$ cat src/rtl/gnn_agg_pkg.sv
// gnn aggregation package: word widths, destination opcodes and beat formats
package gnn_agg_pkg;

    // ====================
    // widths
    // ====================
    localparam int fv_width   = 16; // one feature word
    localparam int node_width = 8;  // node id

    // ====================
    // destination opcode
    // ====================
    // only looked at on the eos beat of an edge stream
    typedef enum logic [1:0] {
        dest_none   = 2'd0, // keep accumulating
        dest_outbuf = 2'd1, // write partial sum back
        dest_rs     = 2'd2  // final aggregate to reservation station
    } agg_dest_t;

    // ====================
    // beat formats
    // ====================
    typedef struct packed {
        logic [node_width-1:0]        node_id;
        logic [1:0][fv_width-1:0]     fv;      // fv[0] is the even word
        logic                         sos;
        logic                         eos;
        agg_dest_t                    dest;    // valid on eos only
    } edge_beat_t;

    typedef struct packed {
        logic [node_width-1:0]        node_id;
        logic [1:0][fv_width-1:0]     fv;
        logic                         sos;
        logic                         eos;
        agg_dest_t                    dest;    // constant over a packet
    } drain_beat_t;

    typedef struct packed {
        logic [node_width-1:0]        node_id;
        logic [1:0][fv_width-1:0]     fv;
        logic                         sos;
        logic                         eos;
    } out_beat_t;

endpackage

$ cat src/rtl/agg_bank.sv
// aggregation bank: sums edge streams into a local feature buffer and drains it on request
module agg_bank import gnn_agg_pkg::*; #(
    parameter int max_fv = 8 // buffer depth in words, even
) (
    input  logic        clk,
    input  logic        reset,

    // edge stream in
    input  logic        edge_valid,
    input  edge_beat_t  edge_beat,
    output logic        edge_ready,

    // drain out to arbiter
    output logic        drain_valid,
    output drain_beat_t drain_beat,
    input  logic        drain_ready
);

    localparam int n_beats    = max_fv / 2;
    localparam int beat_width = (n_beats > 1) ? $clog2(n_beats) : 1;

    typedef enum logic [1:0] {
        idle,
        stream_in,
        drain
    } state_t;

    // ====================
    // state
    // ====================
    state_t state;

    logic [max_fv-1:0][fv_width-1:0] feat_buf; // two words per beat

    logic [beat_width-1:0] wr_beat;   // word counter, counted in beats
    logic [beat_width-1:0] last_beat; // stream length minus one
    logic [beat_width-1:0] rd_beat;   // drain read index

    logic [node_width-1:0] node_id_q; // from the sos beat
    agg_dest_t             dest_q;    // opcode of the ending stream

    logic [beat_width-1:0] acc_beat;
    logic [beat_width:0]   acc_lo;
    logic [beat_width:0]   acc_hi;
    logic [beat_width:0]   rd_lo;
    logic [beat_width:0]   rd_hi;

    logic edge_fire;
    logic drain_fire;
    logic drain_last;

    // ====================
    // handshakes
    // ====================
    assign edge_ready  = (state != drain);   // blocked while draining
    assign edge_fire   = edge_valid && edge_ready;

    assign drain_valid = (state == drain);
    assign drain_fire  = drain_valid && drain_ready;
    assign drain_last  = (rd_beat == last_beat);

    // a sos beat always lands on word 0
    assign acc_beat = edge_beat.sos ? '0 : wr_beat;

    assign acc_lo = {acc_beat, 1'b0};
    assign acc_hi = {acc_beat, 1'b1};
    assign rd_lo  = {rd_beat, 1'b0};
    assign rd_hi  = {rd_beat, 1'b1};

    // ====================
    // drain beat
    // ====================
    // held stable as long as drain_ready is low, rd_beat only moves on a handshake
    always_comb begin
        drain_beat.node_id = node_id_q;
        drain_beat.fv[0]   = feat_buf[rd_lo];
        drain_beat.fv[1]   = feat_buf[rd_hi];
        drain_beat.sos     = (rd_beat == '0);
        drain_beat.eos     = drain_last;
        drain_beat.dest    = dest_q;
    end

    // ====================
    // fsm and buffer
    // ====================
    always_ff @(posedge clk) begin
        if (!reset) begin
            state     <= idle;
            feat_buf  <= '0;
            wr_beat   <= '0;
            last_beat <= '0;
            rd_beat   <= '0;
            dest_q    <= dest_none;
        end else begin
            case (state)
                idle, stream_in: begin
                    if (edge_fire) begin
                        // word-wise add, wraps at fv_width
                        feat_buf[acc_lo] <= feat_buf[acc_lo] + edge_beat.fv[0];
                        feat_buf[acc_hi] <= feat_buf[acc_hi] + edge_beat.fv[1];

                        if (edge_beat.eos) begin
                            wr_beat   <= '0;
                            last_beat <= acc_beat;
                            rd_beat   <= '0;
                            dest_q    <= edge_beat.dest;
                            if (edge_beat.dest == dest_none) begin
                                state <= idle; // partial sum stays in buffer
                            end else begin
                                state <= drain;
                            end
                        end else begin
                            wr_beat <= acc_beat + 1'b1;
                            state   <= stream_in;
                        end
                    end
                end

                drain: begin
                    if (drain_fire) begin
                        if (drain_last) begin
                            feat_buf <= '0;    // next stream sums from zero
                            rd_beat  <= '0;
                            state    <= idle;
                        end else begin
                            rd_beat <= rd_beat + 1'b1;
                        end
                    end
                end

                default: begin
                    state <= idle;
                end
            endcase
        end
    end

    // node id of the current stream
    always_ff @(posedge clk) begin
        if (edge_fire && edge_beat.sos) begin
            node_id_q <= edge_beat.node_id;
        end
    end

endmodule

$ cat src/rtl/drain_arbiter.sv
// drain arbiter: round-robin packet grant over two banks, routed by destination opcode
module drain_arbiter import gnn_agg_pkg::*; (
    input  logic              clk,
    input  logic              reset,

    // bank drains
    input  logic        [1:0] drain_valid,
    input  drain_beat_t [1:0] drain_beat,
    output logic        [1:0] drain_ready,

    // reservation station port
    input  logic              rs_ready,
    output logic              rs_valid,
    output out_beat_t         rs_beat,

    // output buffer port
    input  logic              ob_ready,
    output logic              ob_valid,
    output out_beat_t         ob_beat
);

    // ====================
    // grant state
    // ====================
    logic grant;        // bank holding the packet
    logic last_served;  // bank whose eos went out last
    logic busy;         // packet in progress

    logic        pick;
    logic        cur;
    logic        sel_valid;
    logic        sel_ready;
    logic        sel_fire;
    logic        to_rs;
    logic        to_ob;
    drain_beat_t sel_beat;
    out_beat_t   fwd_beat;

    // choice at a packet boundary
    always_comb begin
        if (drain_valid == 2'b11) begin
            pick = ~last_served; // tie goes to the one not served last
        end else if (drain_valid[1]) begin
            pick = 1'b1;
        end else if (drain_valid[0]) begin
            pick = 1'b0;
        end else begin
            pick = grant;
        end
    end

    assign cur       = busy ? grant : pick;
    assign sel_valid = drain_valid[cur];
    assign sel_beat  = drain_beat[cur];

    // ====================
    // routing
    // ====================
    assign to_rs = (sel_beat.dest == dest_rs);
    assign to_ob = (sel_beat.dest == dest_outbuf);

    assign rs_valid = sel_valid && to_rs;
    assign ob_valid = sel_valid && to_ob;

    always_comb begin
        sel_ready = 1'b0;
        if (to_rs) begin
            sel_ready = rs_ready;
        end else if (to_ob) begin
            sel_ready = ob_ready;
        end
    end

    // ready back to the granted bank only
    always_comb begin
        drain_ready      = 2'b00;
        drain_ready[cur] = sel_ready;
    end

    assign sel_fire = sel_valid && sel_ready;

    always_comb begin
        fwd_beat.node_id = sel_beat.node_id;
        fwd_beat.fv      = sel_beat.fv;
        fwd_beat.sos     = sel_beat.sos;
        fwd_beat.eos     = sel_beat.eos;
    end

    assign rs_beat = fwd_beat; // valid qualifies which one counts
    assign ob_beat = fwd_beat;

    // ====================
    // grant update
    // ====================
    always_ff @(posedge clk) begin
        if (!reset) begin
            grant       <= 1'b0;
            last_served <= 1'b1; // bank 0 first
            busy        <= 1'b0;
        end else begin
            if (!busy && sel_valid) begin
                grant <= pick;   // lock on the presented sos beat
                busy  <= 1'b1;
            end
            if (sel_fire && sel_beat.eos) begin
                busy        <= 1'b0;
                last_served <= cur;
            end
        end
    end

endmodule

$ cat src/rtl/agg_subsystem.sv
// aggregation subsystem: two aggregation banks in parallel feeding one drain arbiter
module agg_subsystem import gnn_agg_pkg::*; #(
    parameter int max_fv = 8 // words per bank buffer
) (
    input  logic             clk,
    input  logic             reset,

    // edge processing element streams
    input  logic       [1:0] edge_valid,
    input  edge_beat_t [1:0] edge_beat,
    output logic       [1:0] edge_ready,

    // reservation station
    input  logic             rs_ready,
    output logic             rs_valid,
    output out_beat_t        rs_beat,

    // output buffer
    input  logic             ob_ready,
    output logic             ob_valid,
    output out_beat_t        ob_beat
);

    // ====================
    // bank to arbiter
    // ====================
    logic        [1:0] drain_valid;
    logic        [1:0] drain_ready;
    drain_beat_t [1:0] drain_beat;

    agg_bank #(
        .max_fv (max_fv)
    ) bank0 (
        .clk         (clk),
        .reset       (reset),
        .edge_valid  (edge_valid[0]),
        .edge_beat   (edge_beat[0]),
        .edge_ready  (edge_ready[0]),
        .drain_valid (drain_valid[0]),
        .drain_beat  (drain_beat[0]),
        .drain_ready (drain_ready[0])
    );

    agg_bank #(
        .max_fv (max_fv)
    ) bank1 (
        .clk         (clk),
        .reset       (reset),
        .edge_valid  (edge_valid[1]),
        .edge_beat   (edge_beat[1]),
        .edge_ready  (edge_ready[1]),
        .drain_valid (drain_valid[1]),
        .drain_beat  (drain_beat[1]),
        .drain_ready (drain_ready[1])
    );

    // one packet at a time to rs or output buffer
    drain_arbiter arb0 (
        .clk         (clk),
        .reset       (reset),
        .drain_valid (drain_valid),
        .drain_beat  (drain_beat),
        .drain_ready (drain_ready),
        .rs_ready    (rs_ready),
        .rs_valid    (rs_valid),
        .rs_beat     (rs_beat),
        .ob_ready    (ob_ready),
        .ob_valid    (ob_valid),
        .ob_beat     (ob_beat)
    );

endmodule

$ cat config.mk
export PLATFORM = sky130hd
export DESIGN_NAME = agg_subsystem
export DESIGN_NICKNAME = d
export VERILOG_FILES = /design/src/rtl/gnn_agg_pkg.sv /design/src/rtl/agg_bank.sv /design/src/rtl/drain_arbiter.sv /design/src/rtl/agg_subsystem.sv
export SDC_FILE = /design/constraint.sdc
export NUM_CORES = 1
export LEC_CHECK = 0
export BUFFER_PORTS_ARGS = -buffer_cell sky130_fd_sc_hd__buf_2
export CAP_MARGIN = 30
export CORE_MARGIN = 5
export CORE_UTILIZATION = 55
export CTS_CLUSTER_DIAMETER = 50
export DETAILED_ROUTE_END_ITERATION = 8
export GPL_ROUTABILITY_DRIVEN = 0
export PLACE_DENSITY = 0.8
export SKIP_LAST_GASP = 1
export SYNTH_ARGS = -nofsm -noshare
export SYNTH_HDL_FRONTEND = slang
export SYNTH_HIERARCHICAL = 1
export SYNTH_SLANG_ARGS = --single-unit
$ cat constraint.sdc
create_clock -name clk -period 6.2 [get_ports clk]
set_clock_uncertainty 0.2 [all_clocks]
set_input_delay 0.93 -clock clk [delete_from_list [all_inputs] [get_ports clk]]
set_output_delay 0.93 -clock clk [all_outputs]
set_load 0.01 [all_outputs]
* Word level (Yosys, flattened, before mapping)
Cells that the tools add are included.
Operators by class: add/subtract/negate cells 8, order comparisons 14, equality and inequality tests 19, multiplexer cells 74, bitwise logic cells 3, reductions and logical operators 38
Operators with widths (number):
- 2-to-1 mux 128 bit | 6
- bitwise mux 128 bit | 4
- one-hot mux 128 bit (2 select lines) | 2
- binary-select mux 16 bit (select 2 bit) | 8
- 2-to-1 mux 16 bit | 12
- demux 16 bit (select 2 bit) | 4
- 2-to-1 mux 44 bit | 2
- adder 16 bit | 4
- 2-to-1 mux 2 bit | 22
- < comparator 3 x 4 -> 1 bit, second input constant | 8
- logical AND 1 bit | 16
- != test 2 bit, second input constant | 8
- one-hot mux 2 bit (2 select lines) | 4
- AND reduction 4 bit | 4
- >= comparator 3 x 1 -> 1 bit, second input constant | 4
- zero test 2 bit | 6
- AND reduction 3 bit | 4
- 2-to-1 mux 1 bit | 9
- adder 2 x 1 -> 2 bit, second input constant | 4
- equality test 2 bit, second input constant | 4
- equality test 2 x 1 -> 1 bit, second input constant | 3
- OR reduction 2 bit | 3
- equality test 2 bit | 2
- != test 2 x 1 -> 1 bit, second input constant | 2
- other kinds (8) | 11
Word-level totals: bits in registers 295, bits of input ports 94, output and inout port bits 88, logic and storage cells 187

* Logic depth before layout (Yosys ltp)
Gate-level depths: netlist (run 1).
word-level depth 14, gate-level depth with buffers 15, gate-level depth less buffers 13

* By module
The synthesis (run 1) kept the hierarchy.
By module, submodules not included:
- agg_bank at bank1 | times used 1, cells an instance 989, area an instance 8818.5 µm², seq. area each 3002.9 µm²
- agg_bank at bank0 | times used 1, cells an instance 988, area an instance 8667.1 µm², seq. area each 3002.9 µm²
- drain_arbiter | times used 1, cells an instance 118, area an instance 1064.8 µm², seq. area each 60.1 µm²

* Worst setup path after synthesis (run 1)
Ideal clock, no wire load.
kind input port to flip-flop, start point input edge_beat[3] (netlist bit), end point register bank0/feat_buf[124] (netlist bit), library setup time 0.117 ns, data arrival time 3.687 ns, required time 5.883 ns, slack 2.196 ns, stages 14, path buffers 2, path through nand2b_1 clkbuf_1 buf_1 a211oi_1 a31oi_1 ha_1 inv_1 fa_1 nand3b_1 a2111oi_2 nor2_1 a311oi_2 o311ai_2 a22o_1
Between the ends: cells in the longest elaborated chain, start to end 8, elaborated cells on any way between the ends 16, those cells by class add/sub: 2; order compare: 2; mux: 11; reduce/logical: 1
RTL lines:
- start, declared | RTL line agg_subsystem.sv:10 | input edge_beat_t [1:0] edge_beat,
- 2-to-1 mux 2 bit (*) | RTL line agg_bank.sv:63 | assign acc_beat = edge_beat.sos ? '0 : wr_beat;
- binary-select mux 16 bit (select 2 bit), or another cell as far along | RTL line agg_bank.sv:99 | feat_buf[acc_lo] <= feat_buf[acc_lo] + edge_beat.fv[0];
- 2-to-1 mux 16 bit (not written as such) / logical AND 1 bit (equally long branches) | RTL line agg_bank.sv:99, agg_bank.sv:100
- adder 16 bit / 2-to-1 mux 16 bit (equally long branches) | RTL line agg_bank.sv:99, agg_bank.sv:100
- bitwise mux 128 bit / demux 16 bit (select 2 bit) (equally long branches)
- bitwise mux 128 bit (*) | RTL line agg_bank.sv:100 | feat_buf[acc_hi] <= feat_buf[acc_hi] + edge_beat.fv[1];
- 2-to-1 mux 128 bit (*) | RTL line agg_bank.sv:97 | if (edge_fire) begin
- one-hot mux 128 bit (2 select lines) (*) | RTL line agg_bank.sv:95 | case (state)
- end signal, assigned by index | RTL line agg_bank.sv:99
- end signal, assigned by index | RTL line agg_bank.sv:100
- end, declared | RTL line agg_bank.sv:33 | logic [max_fv-1:0][fv_width-1:0] feat_buf;
Mark *: on every way between the ends. The rest lies on a longest branch, timed or not. The select of a mux whose other input is x is not followed. A chain may end at the register's enable or synchronous reset.

* Worst setup path in the final report (run 1)
start point register bank0.wr_beat[0], end point register bank0/feat_buf[60] (netlist bit)
Between the ends: cells in the longest elaborated chain, start to end 8, elaborated cells on any way between the ends 16, those cells by class add/sub: 2; order compare: 2; mux: 11; reduce/logical: 1
RTL lines:
- start, declared | RTL line agg_bank.sv:35 | logic [beat_width-1:0] wr_beat;
- start signal, assigned | RTL line agg_bank.sv:113 | wr_beat <= acc_beat + 1'b1;
- 2-to-1 mux 2 bit (*) | RTL line agg_bank.sv:63
- binary-select mux 16 bit (select 2 bit), or another cell as far along | RTL line agg_bank.sv:99
- 2-to-1 mux 16 bit (not written as such) / logical AND 1 bit (equally long branches) | RTL line agg_bank.sv:99, agg_bank.sv:100
- adder 16 bit / 2-to-1 mux 16 bit (equally long branches) | RTL line agg_bank.sv:99, agg_bank.sv:100
- bitwise mux 128 bit / demux 16 bit (select 2 bit) (equally long branches)
- bitwise mux 128 bit (*) | RTL line agg_bank.sv:100
- 2-to-1 mux 128 bit (*) | RTL line agg_bank.sv:97
- one-hot mux 128 bit (2 select lines) (*) | RTL line agg_bank.sv:95
Marked as above.

==> flow_summary.ini, run 1 <==
[critical_path]
worstPathMaxFanout = 35
cp_slowest_cell = dfxtp_2
cp.required_ns = 6.39
worstSetupPathType = reg2reg
endpoint_kind = flip-flop
worstSetupStartpointType = flip-flop
slowest_delay_ns = 0.79
crit_chain = nand2b_1 > inv_2 > nand2_1 > a31oi_1 > ha_1 > inv_1 > fa_1 > nand3b_1 > a2111oi_2 > nor2_1 > a311oi_2 > o311ai_2 > a22o_1
arrival_ns = 4.70

[cells_and_area]
fin_area_mm2 = 0.0204
syn_to_final_growth_pct = 9.89
drive_gt1_share_pct = 20.5
multiInputGateArea_mm2 = 0.0112
final_nets = 2340
regArea_mm2 = 0.00607
fillers = 2821
final-instance-count-excl-fill = 2629

[yosys]
ys_warn_count = 6
synthArstFlopShare_pct = 0
synth_cells = 2095
dominantRegCellSynth = dfxtp_1
syn_nets = 2277
synth_area_mm2 = 0.0186
synth_area_per_cell_um2 = 8.85
synth_top_area_share_pct = 30.1
synth.distinct_cells = 89
ys_ff_latch = 295
synth-edff-count = 16
ys_seq_area_share_pct = 32.7
yosysTopAreaCell = dfxtp_1
synthTopCellsByArea = dfxtp_1, mux4_2, ha_1, nand2_1, nor2_1

[power]
p_comb_share_pct = 26.9
ir_worst_vdd_uv = 170
p_leak_nw = 8.16
power_switching_w = 0.00187
p_int_w = 0.00374
clkPwrFrac_pct = 36.1
seq_power_share_pct = 36.9
swShare_pct = 33.3
p_per_area_mw_per_mm2 = 275

[sta]
relSlewSlack_pct = 26.6
timing.final.max_slew_violations = 0
fin_tns_setup_ns = 0
hold_viol = 0
final.period_utilization_pct = 72.6
fmax_ghz = 0.222
rsz0062_at_grt = false
setup_viol = 0
hold_slack_ns = 0.263
fin_crit_ns = 4.50
tightest_slew_ns = 1.10

[grt]
grt.overflow.total = 0
antenna_found_initial = 2
grt_pass1_wl_mm = 91.3
gr-usage-all-layers_pct = 29.7
grt_start_max_net_pins = 88
grt_pass1_vias = 16494

[hold_path]
hold_class = reg2reg

[clock_tree]
hold_buffers = 0
cts_tree = yes
clock_latency_ns = 0.52
cts_made_buffers = 37
post_cts_resized = 0
cts-htree-levels = 2
cts_root_buf = clkbuf_16
cts_setup_buffers = 0
path_clk_slew_ns = 0.06
clockBufferDepth = 3
cts.sinks = 295

[floorplanning]
core_mm2 = 0.0334
ios = 182
rows = 67
die_h_um = 194
initial_core_util_pct = 55.5
dieArea_mm2 = 0.0375
die_w_um = 194

[detailed_routing]
ant_nets = 0
drtPass1Iterations = 9
initialDrtViolationCount = 2017
drt_wl_total_mm = 58.6
avgViaCountPerCell = 6.60
post_drt_wl_per_cell_um = 22.3
remaining_drc_errors = 0
via_count = 17364

[placement]
dpl.hpwl_mm = 40.9
placedCellCount = 2565
numPortBuffers = 181
dpl_cell_area_mm2 = 0.0192

[flow_run]
cap_violations = 0

[status]
status = completed
## power groups by stage
stage / clock network (W) / logic, W / registers (W)
2_1_floorplan: 0 / 0.00111 / 0.00208
3_3_place_gp: 0 / 0.00143 / 0.00210
3_5_place_dp: 0 / 0.00146 / 0.00211
4_1_cts: 0.00204 / 0.00148 / 0.00207
5_1_grt: 0.00212 / 0.00163 / 0.00208
6_report: 0.00203 / 0.00151 / 0.00207
## synth_stat cells (7+ instances only)
| library cell | number |
|---|---|
| nor2b_1 | 64 |
| a21o_1 | 15 |
| a211oi_1 | 59 |
| mux4_2 | 64 |
| ha_1 | 84 |
| nand4_1 | 18 |
| a22o_1 | 72 |
| and2_1 | 23 |
| mux2_2 | 42 |
| a31oi_1 | 71 |
| a32oi_1 | 10 |
| and3_1 | 15 |
| o21a_1 | 8 |
| dfxtp_1 | 279 |
| buf_6 | 7 |
| inv_1 | 44 |
| xnor2_1 | 24 |
| nand2b_1 | 16 |
| mux2i_1 | 16 |
| clkbuf_1 | 51 |
| nor2_1 | 209 |
| edfxtp_1 | 16 |
| nand2_1 | 278 |
| nand3b_1 | 12 |
| o21ai_1 | 12 |
| buf_2 | 51 |
| o211ai_1 | 10 |
| buf_4 | 61 |
| nor3_1 | 29 |
| a21oi_1 | 109 |
| xor2_1 | 22 |
| a22oi_1 | 98 |
| o21ai_0 | 36 |
| nand3_1 | 31 |
| buf_1 | 17 |
## state kept, by name (all words and copies together), names as in the netlist
name,flops
bank0/node_id_q,8
bank1/state,2
bank0/state,2
arb0/busy,1
bank0/dest_q,2
bank1/feat_buf,128
bank0/rd_beat,2
arb0/last_served,1
arb0/grant,1
bank1/last_beat,2
bank0/wr_beat,2
bank0/last_beat,2
bank0/feat_buf,128
bank1/node_id_q,8
bank1/wr_beat,2
bank1/rd_beat,2
bank1/dest_q,2
## worst paths after layout
path / start / slack, ns / end / cells past startpoint
hold reg to reg: bank0/feat_buf[79]$_SDFFE_PN0P_ / 0.26 / bank0/feat_buf[79]$_SDFFE_PN0P_ / 2
setup / recovery: bank0/wr_beat[0]$_SDFFE_PN0P_ / 1.70 / bank0/feat_buf[60]$_SDFFE_PN0P_ / 13
hold / removal: bank0/feat_buf[79]$_SDFFE_PN0P_ / 0.26 / bank0/feat_buf[79]$_SDFFE_PN0P_ / 2
setup reg to reg: bank0/wr_beat[0]$_SDFFE_PN0P_ / 1.70 / bank0/feat_buf[60]$_SDFFE_PN0P_ / 13
## kinds of logic after synthesis
| group | Yosys count | synth area share, % |
|---|---|---|
| buffers and inverters | 234 | 6.68 |
| AND/OR/NAND/NOR | 737 | 18.7 |
| adder cells (fa/ha/maj) | 88 | 6.10 |
| multiplexers | 122 | 11.2 |
| flip-flops | 295 | 32.7 |
| XOR/XNOR | 48 | 2.35 |
| AO/OA/AOI/OAI | 571 | 22.3 |
## final cells by class
type,count,area share (%)
well taps,448,2.75
flip-flops and latches,295,29.8
multi-input cells,1566,55.2
inverters,46,0.847
diodes,1,0.0123
clock inverters,14,0.516
repair buffers,212,5.87
clock buffers,47,5.03
## stage by stage
| step | setup WS, ns | utilization, % | power [W] |
|---|---|---|---|
| after CTS | 1.83 | 60.8 | 0.00559 |
| final | 1.70 | 60.9 | 0.00561 |
| after global placement | 1.60 | 57.1 | 0.00354 |
| after global routing | 1.46 | 60.9 | 0.00583 |
| after floorplan | 2.20 | - | 0.00319 |
| after detailed placement | 1.54 | 57.4 | 0.00357 |
## routing by layer
metal	global-route usage (%)	up-vias	wire length (um)
met3	5.86	243	6180
met1	40.2	8230	23500
li1	-	7771	-
met5	0	-	20
met2	45.4	1118	25500
met4	14.8	2	3480
## critical path: cells and delay by family (launching register included)
| family | cells | cell delay, ns |
|---|---|---|
| DFF | 1 | 0.79 |
| adders and majority gates | 2 | 0.61 |
| buffers and inverters | 2 | 0.66 |
| AOI/OAI and AO/OA | 5 | 1.39 |
| and+or+nand+nor | 4 | 0.73 |
## cell usage in the layout (no fill, tap or decap), types with 59 or more instances in the layout
cell,instances
nand2_1,278
dfxtp_1,273
nor2_1,209
buf_2,181
a21oi_1,109
a22oi_1,98
ha_1,84
a22o_1,72
a31oi_1,71
nor2b_1,64
mux4_2,64
a211oi_1,59
No activity file was read; power rests on OpenSTA's default activity.
==> inputs of run 2 (changes only) <==
clock period = 4.49 ns   (was 6.2 ns; I/O delays follow)
==> run 2 against run 1 <==
  * Combinational power rose by 39%
  * Sequential power increased by 38%
  * Clock-buffer cell count up 2
  * Largest power group is now clock
  * Final cell count increased by 0.61%
  * Total power is 40% higher
  * Clock power up 43%
  * Die area stayed put
  * Non-clock buffer count rose by 16
  * Maximum frequency is 14% higher
  * Sequential share of layout area down 0.25 points
  * Utilization up 0.51 points
==> flow_summary.ini, run 2 (synthesis gave the netlist of run 1 again) <==
[status]
status = completed

[sta]
relSlewSlack_pct = 37.3
final.period_utilization_pct = 88.1
rsz0062_at_grt = false
hold_viol = 0
hold_slack_ns = 0.133
fmax_ghz = 0.253
fin_crit_ns = 3.96
timing.final.max_slew_violations = 0
fin_tns_setup_ns = 0
setup_viol = 0
tightest_slew_ns = 0.940

[detailed_routing]
avgViaCountPerCell = 6.61
drtPass1Iterations = 6
ant_nets = 0
via_count = 17488
post_drt_wl_per_cell_um = 22.6
drt_wl_total_mm = 59.8
initialDrtViolationCount = 1885
remaining_drc_errors = 0

[power]
seq_power_share_pct = 36.4
p_comb_share_pct = 26.8
power_switching_w = 0.00258
swShare_pct = 32.8
ir_worst_vdd_uv = 248
clkPwrFrac_pct = 36.9
p_per_area_mw_per_mm2 = 382
p_leak_nw = 8.28
p_int_w = 0.00528

[clock_tree]
cts-htree-levels = 2
clockBufferDepth = 3
cts.sinks = 295
cts_setup_buffers = 0
path_clk_slew_ns = 0.06
clock_latency_ns = 0.53
cts_made_buffers = 35
cts_tree = yes
hold_buffers = 0
post_cts_resized = 0
cts_root_buf = clkbuf_16

[critical_path]
worstSetupPathType = reg2reg
reg2reg_to = bank0/feat_buf[124]$_SDFFE_PN0P_
crit_chain = nand2b_1 > inv_2 > buf_12 > nand2_1 > nand3_1 > and2_1 > inv_1 > fa_1 > nand3b_1 > a2111oi_2 > nor2_1 > a311oi_2 > o311ai_2 > a22o_1
cp_slowest_cell = dfxtp_2
worstPathMaxFanout = 30
worstRegToRegCells = 14
crit_family = compound AO/OA/AOI/OAI gates
reg2reg_setup_slack_ns = 0.53
cp_num_buf_inv = 3
arrival_ns = 4.16
endpoint_kind = flip-flop
cp.required_ns = 4.69
worstSetupStartpointType = flip-flop
slowest_delay_ns = 0.59
worstReg2RegStart = bank0/wr_beat[0]$_SDFFE_PN0P_

[cells_and_area]
drive_gt1_share_pct = 21.1
top_regs = bank0/feat_buf x128, bank1/feat_buf x128
layout_common_cells = nand2_1, dfxtp_1, nor2_1
layout_commonest_cell = nand2_1
final_nets = 2354
syn_to_final_growth_pct = 10.8

[hold_path]
hold_end = bank0/node_id_q[6]$_DFFE_PP_
whs_path_depth = 1
hold_class = in2reg
min_from = edge_beat[42]

[placement]
numPortBuffers = 181
dpl.hpwl_mm = 42.3

[grt]
antenna_found_initial = 2
grt.overflow.total = 0
grt_start_max_net_pins = 59
grt_pass1_wl_mm = 92.4
grt_pass1_vias = 16649
gr-usage-all-layers_pct = 30.1

[floorplanning]
dieArea_mm2 = 0.0375
die_w_um = 194
die_h_um = 194
initial_core_util_pct = 55.5
core_mm2 = 0.0334
ios = 182
rows = 67

[flow_run]
cap_violations = 0
==> run 2: worst reg2reg max path, cell delays in order (launching register included) <==
cell,delay (ns)
dfxtp_2,0.59
nand2b_1,0.19
inv_2,0.16
buf_12,0.22
nand2_1,0.08
nand3_1,0.07
and2_1,0.14
inv_1,0.06
fa_1,0.44
nand3b_1,0.23
a2111oi_2,0.55
nor2_1,0.22
a311oi_2,0.26
o311ai_2,0.19
a22o_1,0.24
==> run 2: worst max-delay path by stage <==
stage | start | endpoint | slack, ns | cells past startpoint
floorplan | edge_beat[3] | bank0/feat_buf[124]$_SDFFE_PN0P_ | 0.74 | 14
global placement | edge_beat[3] | bank0/feat_buf[60]$_SDFFE_PN0P_ | 0.47 | 15
detailed placement | edge_beat[3] | bank0/feat_buf[124]$_SDFFE_PN0P_ | 0.38 | 15
CTS | bank0/wr_beat[0]$_SDFFE_PN0P_ | bank0/feat_buf[124]$_SDFFE_PN0P_ | 0.63 | 14
global route | bank0/wr_beat[0]$_SDFFE_PN0P_ | bank0/feat_buf[124]$_SDFFE_PN0P_ | 0.32 | 14
finish | bank0/wr_beat[0]$_SDFFE_PN0P_ | bank0/feat_buf[124]$_SDFFE_PN0P_ | 0.53 | 14
==> run 2: layout make-up <==
type / instances / area, um^2
Multi-Input combinational cell: 1566 / 11200
Clock buffer: 49 / 1070
Fill cell: 2814 / 12900
Clock inverter: 11 / 105
Tap cell: 448 / 561
Sequential cell: 295 / 6070
Antenna cell: 2 / 5.00
Inverter: 46 / 173
Timing Repair Buffer: 228 / 1320
==> run 2: stage by stage <==
step / area, um^2 / setup slack [ns] / std cells / power, W / utilization, %
2_1_floorplan: 18600 / 0.743 / 2095 / 0.00440 / -
3_3_place_gp: 19300 / 0.473 / 2580 / 0.00490 / 57.8
3_5_place_dp: 19400 / 0.381 / 2583 / 0.00495 / 57.9
4_1_cts: 20500 / 0.627 / 2643 / 0.00782 / 61.4
5_1_grt: 20600 / 0.320 / 2645 / 0.00815 / 61.5
6_report: 20600 / 0.533 / 2645 / 0.00786 / 61.5
==> run 2: routing by layer <==
layer | track usage (%) | part of all wire, % | vias to the layer above
li1 | - | - | 7782
met1 | 41.2 | 40 | 8297
met2 | 46.3 | 44 | 1194
met3 | 5.30 | 11 | 215
met4 | 14.6 | 5.4 | 0
met5 | 0 | 0 | -
==> run 2: power groups by stage <==
stage	combinational (W)	sequential, W	clock (W)
final	0.00210	0.00286	0.00290
after global routing	0.00227	0.00287	0.00301
after CTS	0.00206	0.00285	0.00291
after detailed placement	0.00204	0.00291	0
after global placement	0.00200	0.00290	0
after floorplan	0.00153	0.00287	0
